File: src/id_pkg.sv
////////////////////////////////////////
// Decode stage shared definitions
////////////////////////////////////////

package id_pkg;

  typedef logic [31:0] word_t;
  typedef logic [4:0]  reg_addr_t;
  typedef logic [1:0]  mem_size_t;

  ////////////////////////////////////////
  // Major opcodes
  localparam logic [6:0] OPC_OP     = 7'h33;
  localparam logic [6:0] OPC_OP_IMM = 7'h13;
  localparam logic [6:0] OPC_LUI    = 7'h37;
  localparam logic [6:0] OPC_AUIPC  = 7'h17;
  localparam logic [6:0] OPC_LOAD   = 7'h03;
  localparam logic [6:0] OPC_STORE  = 7'h23;
  localparam logic [6:0] OPC_BRANCH = 7'h63;
  localparam logic [6:0] OPC_JAL    = 7'h6f;

  // Link increment for JAL
  localparam word_t PC_INCR = 32'd4;

  ////////////////////////////////////////
  // Control encodings
  typedef enum logic [4:0] {
    ALU_ADD, ALU_SUB, ALU_XOR, ALU_OR, ALU_AND,
    ALU_SLL, ALU_SRL, ALU_SRA, ALU_SLT, ALU_SLTU,
    ALU_EQ, ALU_NE, ALU_LT, ALU_GE, ALU_LTU, ALU_GEU
  } alu_op_e;

  typedef enum logic [1:0] {OP_A_REG, OP_A_PC, OP_A_ZERO} op_a_sel_e;
  typedef enum logic {OP_B_REG, OP_B_IMM} op_b_sel_e;
  typedef enum logic [2:0] {IMM_I, IMM_S, IMM_B, IMM_U, IMM_J, IMM_INCR} imm_b_sel_e;
  typedef enum logic {RF_WD_EX, RF_WD_LSU} rf_wd_sel_e;

  // Multicycle tracking in the FSM
  typedef enum logic {IDLE, WAIT_MULTICYCLE} id_fsm_e;

  ////////////////////////////////////////
  // Bundles
  typedef struct packed {
    word_t instr;
    word_t pc;
  } fetch_t;

  typedef struct packed {
    logic       rf_we;
    rf_wd_sel_e rf_wd_sel;
    reg_addr_t  raddr_a;
    reg_addr_t  raddr_b;
    reg_addr_t  waddr;
    alu_op_e    alu_op;
    op_a_sel_e  op_a_sel;
    op_b_sel_e  op_b_sel;
    imm_b_sel_e imm_b_sel;
    logic       data_req;
    logic       data_we;
    mem_size_t  data_size;
    logic       data_sign_ext;
    logic       branch;
    logic       jump;
    logic       illegal;
  } dec_ctrl_t;

  // All immediates, sign extended
  typedef struct packed {
    word_t i;
    word_t s;
    word_t b;
    word_t u;
    word_t j;
  } imm_set_t;

  typedef struct packed {
    alu_op_e alu_op;
    word_t   operand_a;
    word_t   operand_b;
  } ex_req_t;

  typedef struct packed {
    logic      req;
    logic      we;
    mem_size_t size;
    logic      sign_ext;
    word_t     wdata;
  } lsu_req_t;

endpackage
File: src/id_stage.sv
////////////////////////////////////////
// RV32I decode stage
////////////////////////////////////////

`timescale 1ns/1ns

module id_stage (
  input  logic             clk_i,
  input  logic             rst_ni,
  input  id_pkg::fetch_t   fetch_i,
  input  logic             instr_new_i,
  input  logic             branch_decision_i,
  input  logic             ex_valid_i,
  input  logic             lsu_valid_i,
  input  logic             lsu_load_err_i,
  input  id_pkg::word_t    regfile_wdata_ex_i,
  input  id_pkg::word_t    regfile_wdata_lsu_i,
  output id_pkg::ex_req_t  ex_req_o,
  output id_pkg::lsu_req_t lsu_req_o,
  output logic             id_ready_o,
  output logic             pc_set_o,
  output logic             instr_ret_o,
  output logic             illegal_insn_o
);

  id_pkg::dec_ctrl_t ctrl;
  id_pkg::imm_set_t  imm;
  id_pkg::word_t     rdata_a;
  id_pkg::word_t     rdata_b;
  id_pkg::word_t     regfile_wdata;
  logic              regfile_we;
  logic              executing;

  id_decoder u_decoder (
    .instr_i (fetch_i.instr),
    .ctrl_o  (ctrl),
    .imm_o   (imm)
  );

  // Write-back source
  assign regfile_wdata = (ctrl.rf_wd_sel == id_pkg::RF_WD_LSU) ? regfile_wdata_lsu_i
                                                               : regfile_wdata_ex_i;

  id_register_file u_register_file (
    .clk_i     (clk_i),
    .rst_ni    (rst_ni),
    .raddr_a_i (ctrl.raddr_a),
    .rdata_a_o (rdata_a),
    .raddr_b_i (ctrl.raddr_b),
    .rdata_b_o (rdata_b),
    .waddr_i   (ctrl.waddr),
    .wdata_i   (regfile_wdata),
    .we_i      (regfile_we)
  );

  id_operand_mux u_operand_mux (
    .ctrl_i      (ctrl),
    .imm_i       (imm),
    .pc_i        (fetch_i.pc),
    .rdata_a_i   (rdata_a),
    .rdata_b_i   (rdata_b),
    .executing_i (executing),
    .ex_req_o    (ex_req_o),
    .lsu_req_o   (lsu_req_o)
  );

  id_multicycle_fsm u_multicycle_fsm (
    .clk_i             (clk_i),
    .rst_ni            (rst_ni),
    .instr_new_i       (instr_new_i),
    .ctrl_i            (ctrl),
    .branch_decision_i (branch_decision_i),
    .ex_valid_i        (ex_valid_i),
    .lsu_valid_i       (lsu_valid_i),
    .lsu_load_err_i    (lsu_load_err_i),
    .executing_o       (executing),
    .rf_we_o           (regfile_we),
    .id_ready_o        (id_ready_o),
    .pc_set_o          (pc_set_o),
    .instr_ret_o       (instr_ret_o)
  );

  assign illegal_insn_o = ctrl.illegal;

endmodule

File: src/id_multicycle_fsm.sv
////////////////////////////////////////
// Multicycle control and retirement
////////////////////////////////////////

`timescale 1ns/1ns

module id_multicycle_fsm (
  input  logic              clk_i,
  input  logic              rst_ni,
  input  logic              instr_new_i,
  input  id_pkg::dec_ctrl_t ctrl_i,
  input  logic              branch_decision_i,
  input  logic              ex_valid_i,
  input  logic              lsu_valid_i,
  input  logic              lsu_load_err_i,
  output logic              executing_o,
  output logic              rf_we_o,
  output logic              id_ready_o,
  output logic              pc_set_o,
  output logic              instr_ret_o
);

  id_pkg::id_fsm_e state_q, state_d;
  logic            done_q, done_d;
  logic            branch_set_q, branch_set_d;
  logic            jump_set;
  logic            multicycle;
  logic            stall;
  logic            complete;

  assign multicycle = ctrl_i.data_req | ctrl_i.branch | ctrl_i.jump;

  // A new instruction, or a multicycle one not yet finished
  assign executing_o = instr_new_i | (multicycle & ~done_q);

  always_ff @(posedge clk_i or negedge rst_ni) begin
    if (!rst_ni) begin
      state_q      <= id_pkg::IDLE;
      done_q       <= 1'b1;
      branch_set_q <= 1'b0;
    end else begin
      state_q      <= state_d;
      done_q       <= done_d;
      branch_set_q <= branch_set_d;
    end
  end

  always_comb begin
    state_d      = state_q;
    done_d       = done_q;
    branch_set_d = 1'b0;
    jump_set     = 1'b0;
    stall        = 1'b0;
    complete     = 1'b0;
    instr_ret_o  = 1'b0;

    case (state_q)
      id_pkg::IDLE: begin
        // Only a new instruction is classified here
        if (instr_new_i) begin
          if (ctrl_i.data_req) begin
            state_d = id_pkg::WAIT_MULTICYCLE;
            done_d  = 1'b0;
            stall   = 1'b1;
          end else if (ctrl_i.branch) begin
            state_d      = branch_decision_i ? id_pkg::WAIT_MULTICYCLE : id_pkg::IDLE;
            done_d       = ~branch_decision_i;
            stall        = branch_decision_i;
            branch_set_d = branch_decision_i;
            instr_ret_o  = ~branch_decision_i;
          end else if (ctrl_i.jump) begin
            state_d  = id_pkg::WAIT_MULTICYCLE;
            done_d   = 1'b0;
            stall    = 1'b1;
            jump_set = 1'b1;
          end else begin
            done_d      = 1'b1;
            instr_ret_o = ~ctrl_i.illegal;
          end
        end
      end

      id_pkg::WAIT_MULTICYCLE: begin
        // The redirect cycle of a taken branch is never its last one
        if (ctrl_i.data_req ? lsu_valid_i : (ex_valid_i & ~branch_set_q)) begin
          state_d     = id_pkg::IDLE;
          done_d      = 1'b1;
          complete    = 1'b1;
          instr_ret_o = 1'b1;
        end else begin
          stall = 1'b1;
        end
      end

      default: state_d = id_pkg::IDLE;
    endcase
  end

  ////////////////////////////////////////
  // Write enable and redirect
  always_comb begin
    if (!executing_o || ctrl_i.illegal) begin
      rf_we_o = 1'b0;
    end else if (ctrl_i.data_req || ctrl_i.jump) begin
      // Written back only when the result arrives
      rf_we_o = complete & ctrl_i.rf_we & ~(ctrl_i.data_req & lsu_load_err_i);
    end else begin
      rf_we_o = ctrl_i.rf_we;
    end
  end

  assign id_ready_o = ~stall;
  assign pc_set_o   = branch_set_q | jump_set;

endmodule

File: src/id_operand_mux.sv
////////////////////////////////////////
// Operand selection for EX and LSU
////////////////////////////////////////

`timescale 1ns/1ns

module id_operand_mux (
  input  id_pkg::dec_ctrl_t ctrl_i,
  input  id_pkg::imm_set_t  imm_i,
  input  id_pkg::word_t     pc_i,
  input  id_pkg::word_t     rdata_a_i,
  input  id_pkg::word_t     rdata_b_i,
  input  logic              executing_i,
  output id_pkg::ex_req_t   ex_req_o,
  output id_pkg::lsu_req_t  lsu_req_o
);

  id_pkg::word_t imm_b;
  id_pkg::word_t operand_a;

  // Immediate for operand B
  always_comb begin
    case (ctrl_i.imm_b_sel)
      id_pkg::IMM_I:    imm_b = imm_i.i;
      id_pkg::IMM_S:    imm_b = imm_i.s;
      id_pkg::IMM_B:    imm_b = imm_i.b;
      id_pkg::IMM_U:    imm_b = imm_i.u;
      id_pkg::IMM_J:    imm_b = imm_i.j;
      id_pkg::IMM_INCR: imm_b = id_pkg::PC_INCR;
      default:          imm_b = '0;
    endcase
  end

  always_comb begin
    case (ctrl_i.op_a_sel)
      id_pkg::OP_A_REG: operand_a = rdata_a_i;
      id_pkg::OP_A_PC:  operand_a = pc_i;
      default:          operand_a = '0;
    endcase
  end

  always_comb begin
    ex_req_o.alu_op    = ctrl_i.alu_op;
    ex_req_o.operand_a = operand_a;
    ex_req_o.operand_b = (ctrl_i.op_b_sel == id_pkg::OP_B_IMM) ? imm_b : rdata_b_i;
  end

  // Request only while the instruction is still executing
  always_comb begin
    lsu_req_o.req      = ctrl_i.data_req & executing_i;
    lsu_req_o.we       = ctrl_i.data_we;
    lsu_req_o.size     = ctrl_i.data_size;
    lsu_req_o.sign_ext = ctrl_i.data_sign_ext;
    lsu_req_o.wdata    = rdata_b_i;
  end

endmodule

File: src/id_register_file.sv
////////////////////////////////////////
// Integer register file
////////////////////////////////////////

`timescale 1ns/1ns

module id_register_file (
  input  logic              clk_i,
  input  logic              rst_ni,
  input  id_pkg::reg_addr_t raddr_a_i,
  output id_pkg::word_t     rdata_a_o,
  input  id_pkg::reg_addr_t raddr_b_i,
  output id_pkg::word_t     rdata_b_o,
  input  id_pkg::reg_addr_t waddr_i,
  input  id_pkg::word_t     wdata_i,
  input  logic              we_i
);

  // x1 to x31, x0 has no storage
  id_pkg::word_t regs_q [1:31];

  always_ff @(posedge clk_i or negedge rst_ni) begin
    if (!rst_ni) begin
      for (int i = 1; i < 32; i++) begin
        regs_q[i] <= '0;
      end
    end else if (we_i && (waddr_i != '0)) begin
      regs_q[waddr_i] <= wdata_i;
    end
  end

  assign rdata_a_o = (raddr_a_i == '0) ? '0 : regs_q[raddr_a_i];
  assign rdata_b_o = (raddr_b_i == '0) ? '0 : regs_q[raddr_b_i];

endmodule

File: src/id_decoder.sv
////////////////////////////////////////
// RV32I instruction decoder
////////////////////////////////////////

`timescale 1ns/1ns

module id_decoder (
  input  id_pkg::word_t     instr_i,
  output id_pkg::dec_ctrl_t ctrl_o,
  output id_pkg::imm_set_t  imm_o
);

  logic [6:0]        opcode;
  logic [2:0]        funct3;
  logic [6:0]        funct7;
  id_pkg::reg_addr_t rs1;
  id_pkg::reg_addr_t rs2;
  id_pkg::reg_addr_t rd;

  assign opcode = instr_i[6:0];
  assign rd     = instr_i[11:7];
  assign funct3 = instr_i[14:12];
  assign rs1    = instr_i[19:15];
  assign rs2    = instr_i[24:20];
  assign funct7 = instr_i[31:25];

  ////////////////////////////////////////
  // Immediates
  always_comb begin
    imm_o.i = {{20{instr_i[31]}}, instr_i[31:20]};
    imm_o.s = {{20{instr_i[31]}}, instr_i[31:25], instr_i[11:7]};
    imm_o.b = {{19{instr_i[31]}}, instr_i[31], instr_i[7], instr_i[30:25],
               instr_i[11:8], 1'b0};
    imm_o.u = {instr_i[31:12], 12'b0};
    imm_o.j = {{12{instr_i[31]}}, instr_i[19:12], instr_i[20], instr_i[30:21], 1'b0};
  end

  ////////////////////////////////////////
  // Control fields
  always_comb begin
    ctrl_o.rf_we         = 1'b0;
    ctrl_o.rf_wd_sel     = id_pkg::RF_WD_EX;
    ctrl_o.raddr_a       = rs1;
    ctrl_o.raddr_b       = rs2;
    ctrl_o.waddr         = rd;
    ctrl_o.alu_op        = id_pkg::ALU_ADD;
    ctrl_o.op_a_sel      = id_pkg::OP_A_REG;
    ctrl_o.op_b_sel      = id_pkg::OP_B_IMM;
    ctrl_o.imm_b_sel     = id_pkg::IMM_I;
    ctrl_o.data_req      = 1'b0;
    ctrl_o.data_we       = 1'b0;
    ctrl_o.data_size     = funct3[1:0];
    ctrl_o.data_sign_ext = ~funct3[2];
    ctrl_o.branch        = 1'b0;
    ctrl_o.jump          = 1'b0;
    ctrl_o.illegal       = 1'b0;

    case (opcode)
      id_pkg::OPC_OP_IMM: begin
        ctrl_o.rf_we = 1'b1;
        case (funct3)
          3'b000: ctrl_o.alu_op = id_pkg::ALU_ADD;
          3'b010: ctrl_o.alu_op = id_pkg::ALU_SLT;
          3'b011: ctrl_o.alu_op = id_pkg::ALU_SLTU;
          3'b100: ctrl_o.alu_op = id_pkg::ALU_XOR;
          3'b110: ctrl_o.alu_op = id_pkg::ALU_OR;
          3'b111: ctrl_o.alu_op = id_pkg::ALU_AND;
          3'b001: begin
            ctrl_o.alu_op  = id_pkg::ALU_SLL;
            ctrl_o.illegal = (funct7 != 7'b0000000);
          end
          default: begin
            // funct3 101, shift right with shamt
            ctrl_o.alu_op  = funct7[5] ? id_pkg::ALU_SRA : id_pkg::ALU_SRL;
            ctrl_o.illegal = ({funct7[6], funct7[4:0]} != 6'b0);
          end
        endcase
      end

      id_pkg::OPC_OP: begin
        ctrl_o.rf_we    = 1'b1;
        ctrl_o.op_b_sel = id_pkg::OP_B_REG;
        case ({funct7, funct3})
          {7'b0000000, 3'b000}: ctrl_o.alu_op = id_pkg::ALU_ADD;
          {7'b0100000, 3'b000}: ctrl_o.alu_op = id_pkg::ALU_SUB;
          {7'b0000000, 3'b001}: ctrl_o.alu_op = id_pkg::ALU_SLL;
          {7'b0000000, 3'b010}: ctrl_o.alu_op = id_pkg::ALU_SLT;
          {7'b0000000, 3'b011}: ctrl_o.alu_op = id_pkg::ALU_SLTU;
          {7'b0000000, 3'b100}: ctrl_o.alu_op = id_pkg::ALU_XOR;
          {7'b0000000, 3'b101}: ctrl_o.alu_op = id_pkg::ALU_SRL;
          {7'b0100000, 3'b101}: ctrl_o.alu_op = id_pkg::ALU_SRA;
          {7'b0000000, 3'b110}: ctrl_o.alu_op = id_pkg::ALU_OR;
          {7'b0000000, 3'b111}: ctrl_o.alu_op = id_pkg::ALU_AND;
          default:              ctrl_o.illegal = 1'b1;
        endcase
      end

      id_pkg::OPC_LUI: begin
        ctrl_o.rf_we     = 1'b1;
        ctrl_o.op_a_sel  = id_pkg::OP_A_ZERO;
        ctrl_o.imm_b_sel = id_pkg::IMM_U;
      end

      id_pkg::OPC_AUIPC: begin
        ctrl_o.rf_we     = 1'b1;
        ctrl_o.op_a_sel  = id_pkg::OP_A_PC;
        ctrl_o.imm_b_sel = id_pkg::IMM_U;
      end

      id_pkg::OPC_LOAD: begin
        ctrl_o.rf_we     = 1'b1;
        ctrl_o.rf_wd_sel = id_pkg::RF_WD_LSU;
        ctrl_o.data_req  = 1'b1;
        // No LWU and no 64-bit access
        ctrl_o.illegal   = (funct3[1:0] == 2'b11) || (funct3 == 3'b110);
      end

      id_pkg::OPC_STORE: begin
        ctrl_o.data_req  = 1'b1;
        ctrl_o.data_we   = 1'b1;
        ctrl_o.imm_b_sel = id_pkg::IMM_S;
        ctrl_o.illegal   = funct3[2] || (funct3[1:0] == 2'b11);
      end

      id_pkg::OPC_BRANCH: begin
        ctrl_o.branch    = 1'b1;
        ctrl_o.op_b_sel  = id_pkg::OP_B_REG;
        ctrl_o.imm_b_sel = id_pkg::IMM_B;
        case (funct3)
          3'b000:  ctrl_o.alu_op = id_pkg::ALU_EQ;
          3'b001:  ctrl_o.alu_op = id_pkg::ALU_NE;
          3'b100:  ctrl_o.alu_op = id_pkg::ALU_LT;
          3'b101:  ctrl_o.alu_op = id_pkg::ALU_GE;
          3'b110:  ctrl_o.alu_op = id_pkg::ALU_LTU;
          3'b111:  ctrl_o.alu_op = id_pkg::ALU_GEU;
          default: ctrl_o.illegal = 1'b1;
        endcase
      end

      id_pkg::OPC_JAL: begin
        // EX computes the link value PC + 4
        ctrl_o.jump      = 1'b1;
        ctrl_o.rf_we     = 1'b1;
        ctrl_o.op_a_sel  = id_pkg::OP_A_PC;
        ctrl_o.imm_b_sel = id_pkg::IMM_INCR;
      end

      default: ctrl_o.illegal = 1'b1;
    endcase

    // Illegal encodings have no side effects
    if (ctrl_o.illegal) begin
      ctrl_o.rf_we    = 1'b0;
      ctrl_o.data_req = 1'b0;
      ctrl_o.data_we  = 1'b0;
      ctrl_o.branch   = 1'b0;
      ctrl_o.jump     = 1'b0;
    end
  end

endmodule

File: config.mk
export PLATFORM = sky130hd
export DESIGN_NAME = id_stage
export DESIGN_NICKNAME = d
export VERILOG_FILES = /design/src/id_pkg.sv /design/src/id_stage.sv /design/src/id_multicycle_fsm.sv /design/src/id_operand_mux.sv /design/src/id_register_file.sv /design/src/id_decoder.sv
export SDC_FILE = /design/constraint.sdc
export NUM_CORES = 2
export LEC_CHECK = 0
export BUFFER_PORTS_ARGS = -buffer_cell sky130_fd_sc_hd__buf_2
export CAP_MARGIN = 5
export CORE_ASPECT_RATIO = 0.5
export CORE_UTILIZATION = 30
export DETAILED_ROUTE_END_ITERATION = 10
export HOLD_SLACK_MARGIN = 0.08
export PLACE_DENSITY = 0.55
export SKIP_LAST_GASP = 1
export SYNTH_ARGS = -nofsm -noshare
export SYNTH_HDL_FRONTEND = slang
export SYNTH_SLANG_ARGS = --single-unit
File: constraint.sdc
create_clock -name clk_i -period 7.4 [get_ports clk_i]
set_input_delay 0 -clock clk_i [delete_from_list [all_inputs] [get_ports clk_i]]
set_output_delay 0 -clock clk_i [all_outputs]
set_load 0.01 [all_outputs]
## Yosys cells after proc, flatten, opt, wreduce, memory -nomap -nowiden

Index checks and enable logic that the tools add are counted.

- Reduce and logical (&&, ||, !) cells: 26
- Eq/ne operators: 33
- Bitwise gates (word level): 21
- Mux-type cells: 70
- Magnitude comparators: 4

Operator list:

| cell | number |
|---|---|
| $bwmux W992 | 1 |
| $bmux W32 S5 | 2 |
| $mux W32 | 9 |
| $pmux W32 S6 | 1 |
| $demux W32 S5 | 1 |
| $pmux W32 S2 | 1 |
| $mux W1 | 41 |
| $eq A10 B3 Y1 const B | 4 |
| $pmux W4 S9 | 1 |
| $pmux W5 S7 | 1 |
| $pmux W4 S6 | 1 |
| $eq A7 B6 Y1 const B | 3 |
| $eq A10 B2 Y1 const B | 2 |
| $eq A10 B9 Y1 const B | 2 |
| $eq A3 B3 Y1 const B | 6 |
| $ge A6 B6 Y1 const B | 3 |
| $not A5 Y6 | 3 |
| $reduce_or A6 Y1 | 3 |
| $pmux W5 S3 | 1 |
| $eq A7 B5 Y1 const B | 2 |
| $eq A7 B7 Y1 const B | 2 |
| $eq A3 B2 Y1 const B | 4 |
| $pmux W3 S4 | 1 |
| $eq A10 B1 Y1 const B | 1 |
| 27 further kinds | 58 |

- Output and inout port bits: 110
- Logic and storage cells: 188
- Bits of input ports: 135
- Flip-flop bits (word level): 995

## Logic depth before layout (Yosys ltp)

- Depth after elaboration: 13
- Mapped depth: 11

## Cells and area by module

Synthesis repeated with hierarchy kept, for this count alone.

- Cells, all modules: 4279
- Area, all modules: 57989.4 um2

By module, submodules not included:

| module | sequential area each (um2) | instances | area each (um2) | cells each |
|---|---|---|---|---|
| id_register_file | 24823.8 | 1 | 52948.3 | 3628 |
| id_operand_mux | 0.0 | 1 | 2319.7 | 307 |
| id_decoder | 0.0 | 1 | 1929.4 | 278 |
| id_stage | 0.0 | 1 | 544.3 | 36 |
| id_multicycle_fsm | 76.3 | 1 | 247.7 | 30 |

## Least setup slack after synthesis

No wires, ideal clock.

- Kind: input to output
- From: in fetch_i[52] in the netlist's numbering
- To: out ex_req_o[21] in the netlist's numbering
- Arrival time: 2.507 ns
- Stages on the path: 7
- Slack: 4.893 ns
- Cells stage by stage: buf_2 -> buf_2 -> buf_1 -> mux4_2 -> mux4_2 -> a21o_1 -> a221o_1

RTL lines:

| element | RTL line | RTL |
|---|---|---|
| from (decl) | id_stage.sv:10 | `input id_pkg::fetch_t fetch_i,` |
| to (decl) | id_stage.sv:18 | `output id_pkg::ex_req_t ex_req_o,` |

## Worst setup path after layout

- From: reg u_multicycle_fsm.done_q
- To: reg u_register_file.regs_q[976] in the netlist's numbering

- Cells in the longest elaborated chain, start to end: 7

Ends and longest elaborated chain:

| element | RTL line | RTL |
|---|---|---|
| from (decl) | id_multicycle_fsm.sv:24 | `logic done_q, done_d;` |
| from (signal assigned) | id_multicycle_fsm.sv:43 | `done_q <= done_d;` |
| $not A1 Y1 | id_multicycle_fsm.sv:34 | `assign executing_o = instr_new_i \| (multicycle & ~done_q);` |
| $and A1 B1 Y1 | id_multicycle_fsm.sv:34 |  |
| $or A1 B1 Y1 | id_multicycle_fsm.sv:34 |  |
| $logic_not A1 Y1 | id_multicycle_fsm.sv:102 | `if (!executing_o \|\| ctrl_i.illegal) begin` |
| $logic_or A1 B1 Y1 | id_multicycle_fsm.sv:102 |  |
| $mux W1 | id_multicycle_fsm.sv:102 |  |
| $logic_and A1 B1 Y1 | id_register_file.sv:27 | `end else if (we_i && (waddr_i != '0)) begin` |
| to (signal, indexed assignment) | id_register_file.sv:28 | `regs_q[waddr_i] <= wdata_i;` |
| to (decl) | id_register_file.sv:20 | `id_pkg::word_t regs_q [1:31];` |

No other way between the ends.
A chain may end at the register's enable or synchronous reset.

==> metrics <==
worst hold stages=3; share of cells above drive strength 1=52.2%; Max IR drop VDD=0.169 mV; leakage power=0.0288 uW; largest net degree at the start of global routing=172; area of the multi-input gates=0.0286 sq mm; total clock sinks=995; vias per inst=5.70; pre-CTS setup slack=2.97 ns; critical path cell sequence=nor2b_1 -> a211oi_1 -> a21boi_0 -> nand4_1 -> nor2_4 -> buf_4 -> mux2_2; CP Buf/Inv Count=1; Max FO, Critical Path=18; number of I/O pins=245; worst r2r src=u_multicycle_fsm.done_q; total grt overflow=0; Top delay family on crit path=simple AND/OR/NAND/NOR gates; met3 WL=10500 um; core area=0.181 sq mm; Critical Path End Type=register; ANT cells=0; RePlAce Congestion=0.830; Final Cycle Share=58.6%; antenna violation net count after detailed routing=0; fmax=0.231 GHz; Post-Syn Instances=3640; CP Data Required Time=7.98 ns; clk_skew=0.0345 ns; sequential element share of the synthesized area=45.2%; top routing layer used=met4; WHS Endpoint=u_register_file.regs_q[123]; P&R area growth vs syn=13.7%; wire per inst=30.1 um; Setup TNS Final=0 ns; Critical Path AT=4.92 ns; R2R Setup Slk=3.06 ns; Die Ht=305 um; worst min path class=primary input to register; post-cts sizing count=0; Final Hold Fails=0; Post-synth EDFFs=0; critical path launch point type=register; Rows=110; asr flop ratio synth=100%; Ys Warns=0; setup bufs post-CTS=0; H-Tree Depth=3; DR iter-0 viols=3341; pins over their slew limit=0; Starting Density=30.4%; Yosys cell types=57; CTS tree=built; HP Start=regfile_wdata_lsu_i[27]; drt pass-1 iters=5; total CTS buffers=106; die footprint=0.185 sq mm; placed instance area=0.0586 sq mm; clk slew on worst S/H paths=0.06 ns; Nets=3847; Non-Filler Instances=6209; PD cells=193 mW/mm^2; syn nets=3775; status=complete, no violations; MaxCap Viol Count=0; Synth area leaders=dfrtp_1, mux4_2, mux2_2, mux2_1, mux2i_1; gr usage total=20.0%; initial antenna violation count=6; hold slack=0.128 ns; r2r endpoint=u_register_file.regs_q[976]; RSZ-0062 raised after global routing=false; Synth area leader=dfrtp_1; Clock Path Buffers=3; PnR worst setup slack=3.06 ns; chip width=608 um; DR WL met2=90800 um; max_slew headroom=22.2%; later-pin clock latency in the skew report=0.73 ns; worst slew pin tran=1.16 ns; Setup CP Type=register to register; Port Buffers=243; Critical Path Max Stage Delay=1.11 ns; DRC Markers=0; wirelength, routed=187000 um; CTS root buf=clkbuf_16; synthesized cell area=0.0551 sq mm; Worst Reg2Reg Path Length in Cells=7; Tmin final=4.34 ns; Top FF cell, synth=dfrtp_1; post-route cell area=0.0626 sq mm; global-route wire length before repair=273000 um; final setup violation count=0; Syn Area/Cell=15.1 sq um; DR vias=35400; HPWL after DPL=110000 um; vias in the first global route=37600; top cell type's share of synthesized area=45.2%; placed insts=5989; post-synthesis register bit count=995; met1 wire length=77000 um; Fillers=17400; Storage cell area=0.0249 sq mm; Worst path slowest cell=nor2_4
## sequential cells by signal, indices dropped and copies added (netlist names)
signal and cells:
u_multicycle_fsm.branch_set_q 1, u_multicycle_fsm.done_q 1, u_multicycle_fsm.state_q 1, u_register_file.regs_q 992
## per-stage QoR
step	util (%)	power [uW]
final	34.6	12100
after detailed placement	32.4	6400
after global placement	32.4	6400
after floorplan	-	6000
after CTS	34.6	12200
after global routing	34.6	12400
## worst max-delay path by stage
stage,from,endpoint,slack (ns),cells past startpoint
after global routing,u_multicycle_fsm.done_q,u_register_file.regs_q[976],3.00,7
final,u_multicycle_fsm.done_q,u_register_file.regs_q[976],3.06,7
after detailed placement,fetch_i[35],u_register_file.regs_q[966],2.97,9
after CTS,u_multicycle_fsm.done_q,u_register_file.regs_q[976],3.15,7
after floorplan,fetch_i[52],ex_req_o[21],4.89,7
after global placement,fetch_i[35],u_register_file.regs_q[971],3.04,9
## synth_stat cells, types with 18 or more instances
| cell | instances |
|---|---|
| mux2_2 | 905 |
| nand2_1 | 68 |
| a22oi_1 | 37 |
| a21oi_1 | 37 |
| a221o_1 | 19 |
| a22o_1 | 29 |
| dfrtp_1 | 994 |
| nor2_1 | 59 |
| nor2b_1 | 21 |
| a21o_1 | 18 |
| o22ai_1 | 36 |
| o21ai_0 | 59 |
| mux2_1 | 211 |
| buf_4 | 32 |
| a221oi_1 | 23 |
| mux2i_1 | 91 |
| buf_1 | 51 |
| clkbuf_1 | 219 |
| mux4_2 | 507 |
| nor4_4 | 20 |
| buf_2 | 98 |
## kinds of logic after synthesis
logic type	count (synthesis)	synth area share (%)
AOI/OAI and AO/OA	298	3.80
DFF	995	45.2
muxes	1714	45.2
xor gates and xnor gates	1	0.0159
buffers and inverters	407	3.21
and+or+nand+nor	224	2.56
other	1	0.00681
## placed cells by master (no fill, tap or decap), types with 5 or more instances in the layout
cell type,instances
nor2_1,49
clkbuf_16,109
nor4_4,23
a221oi_1,22
nand3_1,7
a21o_1,18
clkbuf_8,36
nor2_4,10
a22o_1,29
a21oi_1,36
mux2_1,211
a211oi_1,9
nand2b_1,7
nor2b_1,18
dfrtp_1,994
buf_12,9
inv_1,7
buf_8,5
dlygate4sd3_1,22
mux2_2,905
a211o_1,8
clkbuf_1,17
clkinv_2,19
o21ai_0,59
a221o_1,19
mux2i_1,91
nor3_1,13
mux4_2,507
a22oi_1,37
bufinv_16,10
buf_4,90
o22ai_1,36
buf_2,235
nand2_1,66
## power breakdown
group / switching [uW] / leakage, uW / internal [uW] / total, uW
clock: 2370 / 0.00186 / 3390 / 5760
sequential: 6.08 / 0.0139 / 5450 / 5450
combinational: 608 / 0.0130 / 246 / 853
## worst min-delay path, delay by kind of cell
| kind | cells | cell delay (ns) |
|---|---|---|
| muxes | 2 | 0.74 |
| buffers and inverters | 1 | 0.07 |
## repair_timing
action | in CTS | in global routing
hold buffers | 23 | 0
setup endpoints to repair | 0 | 0
hold endpoints to repair | 236 | 0
## final cells by class
| type | count | share of cell area (%) |
|---|---|---|
| clock inverters | 36 | 0.771 |
| clock buffers | 161 | 5.22 |
| flip-flops and latches | 995 | 39.7 |
| inverters | 7 | 0.0419 |
| well taps | 2408 | 4.81 |
| multi-input cells | 2238 | 45.6 |
| repair buffers | 364 | 3.80 |
## metal layers
metal | GRT usage [%] | up-vias
li1 | - | 14300
met1 | 26.0 | 19500
met2 | 33.3 | 1211
met3 | 3.05 | 362
met4 | 8.56 | 0
met5 | 0 | -
Power figures use the tool's default switching activity.
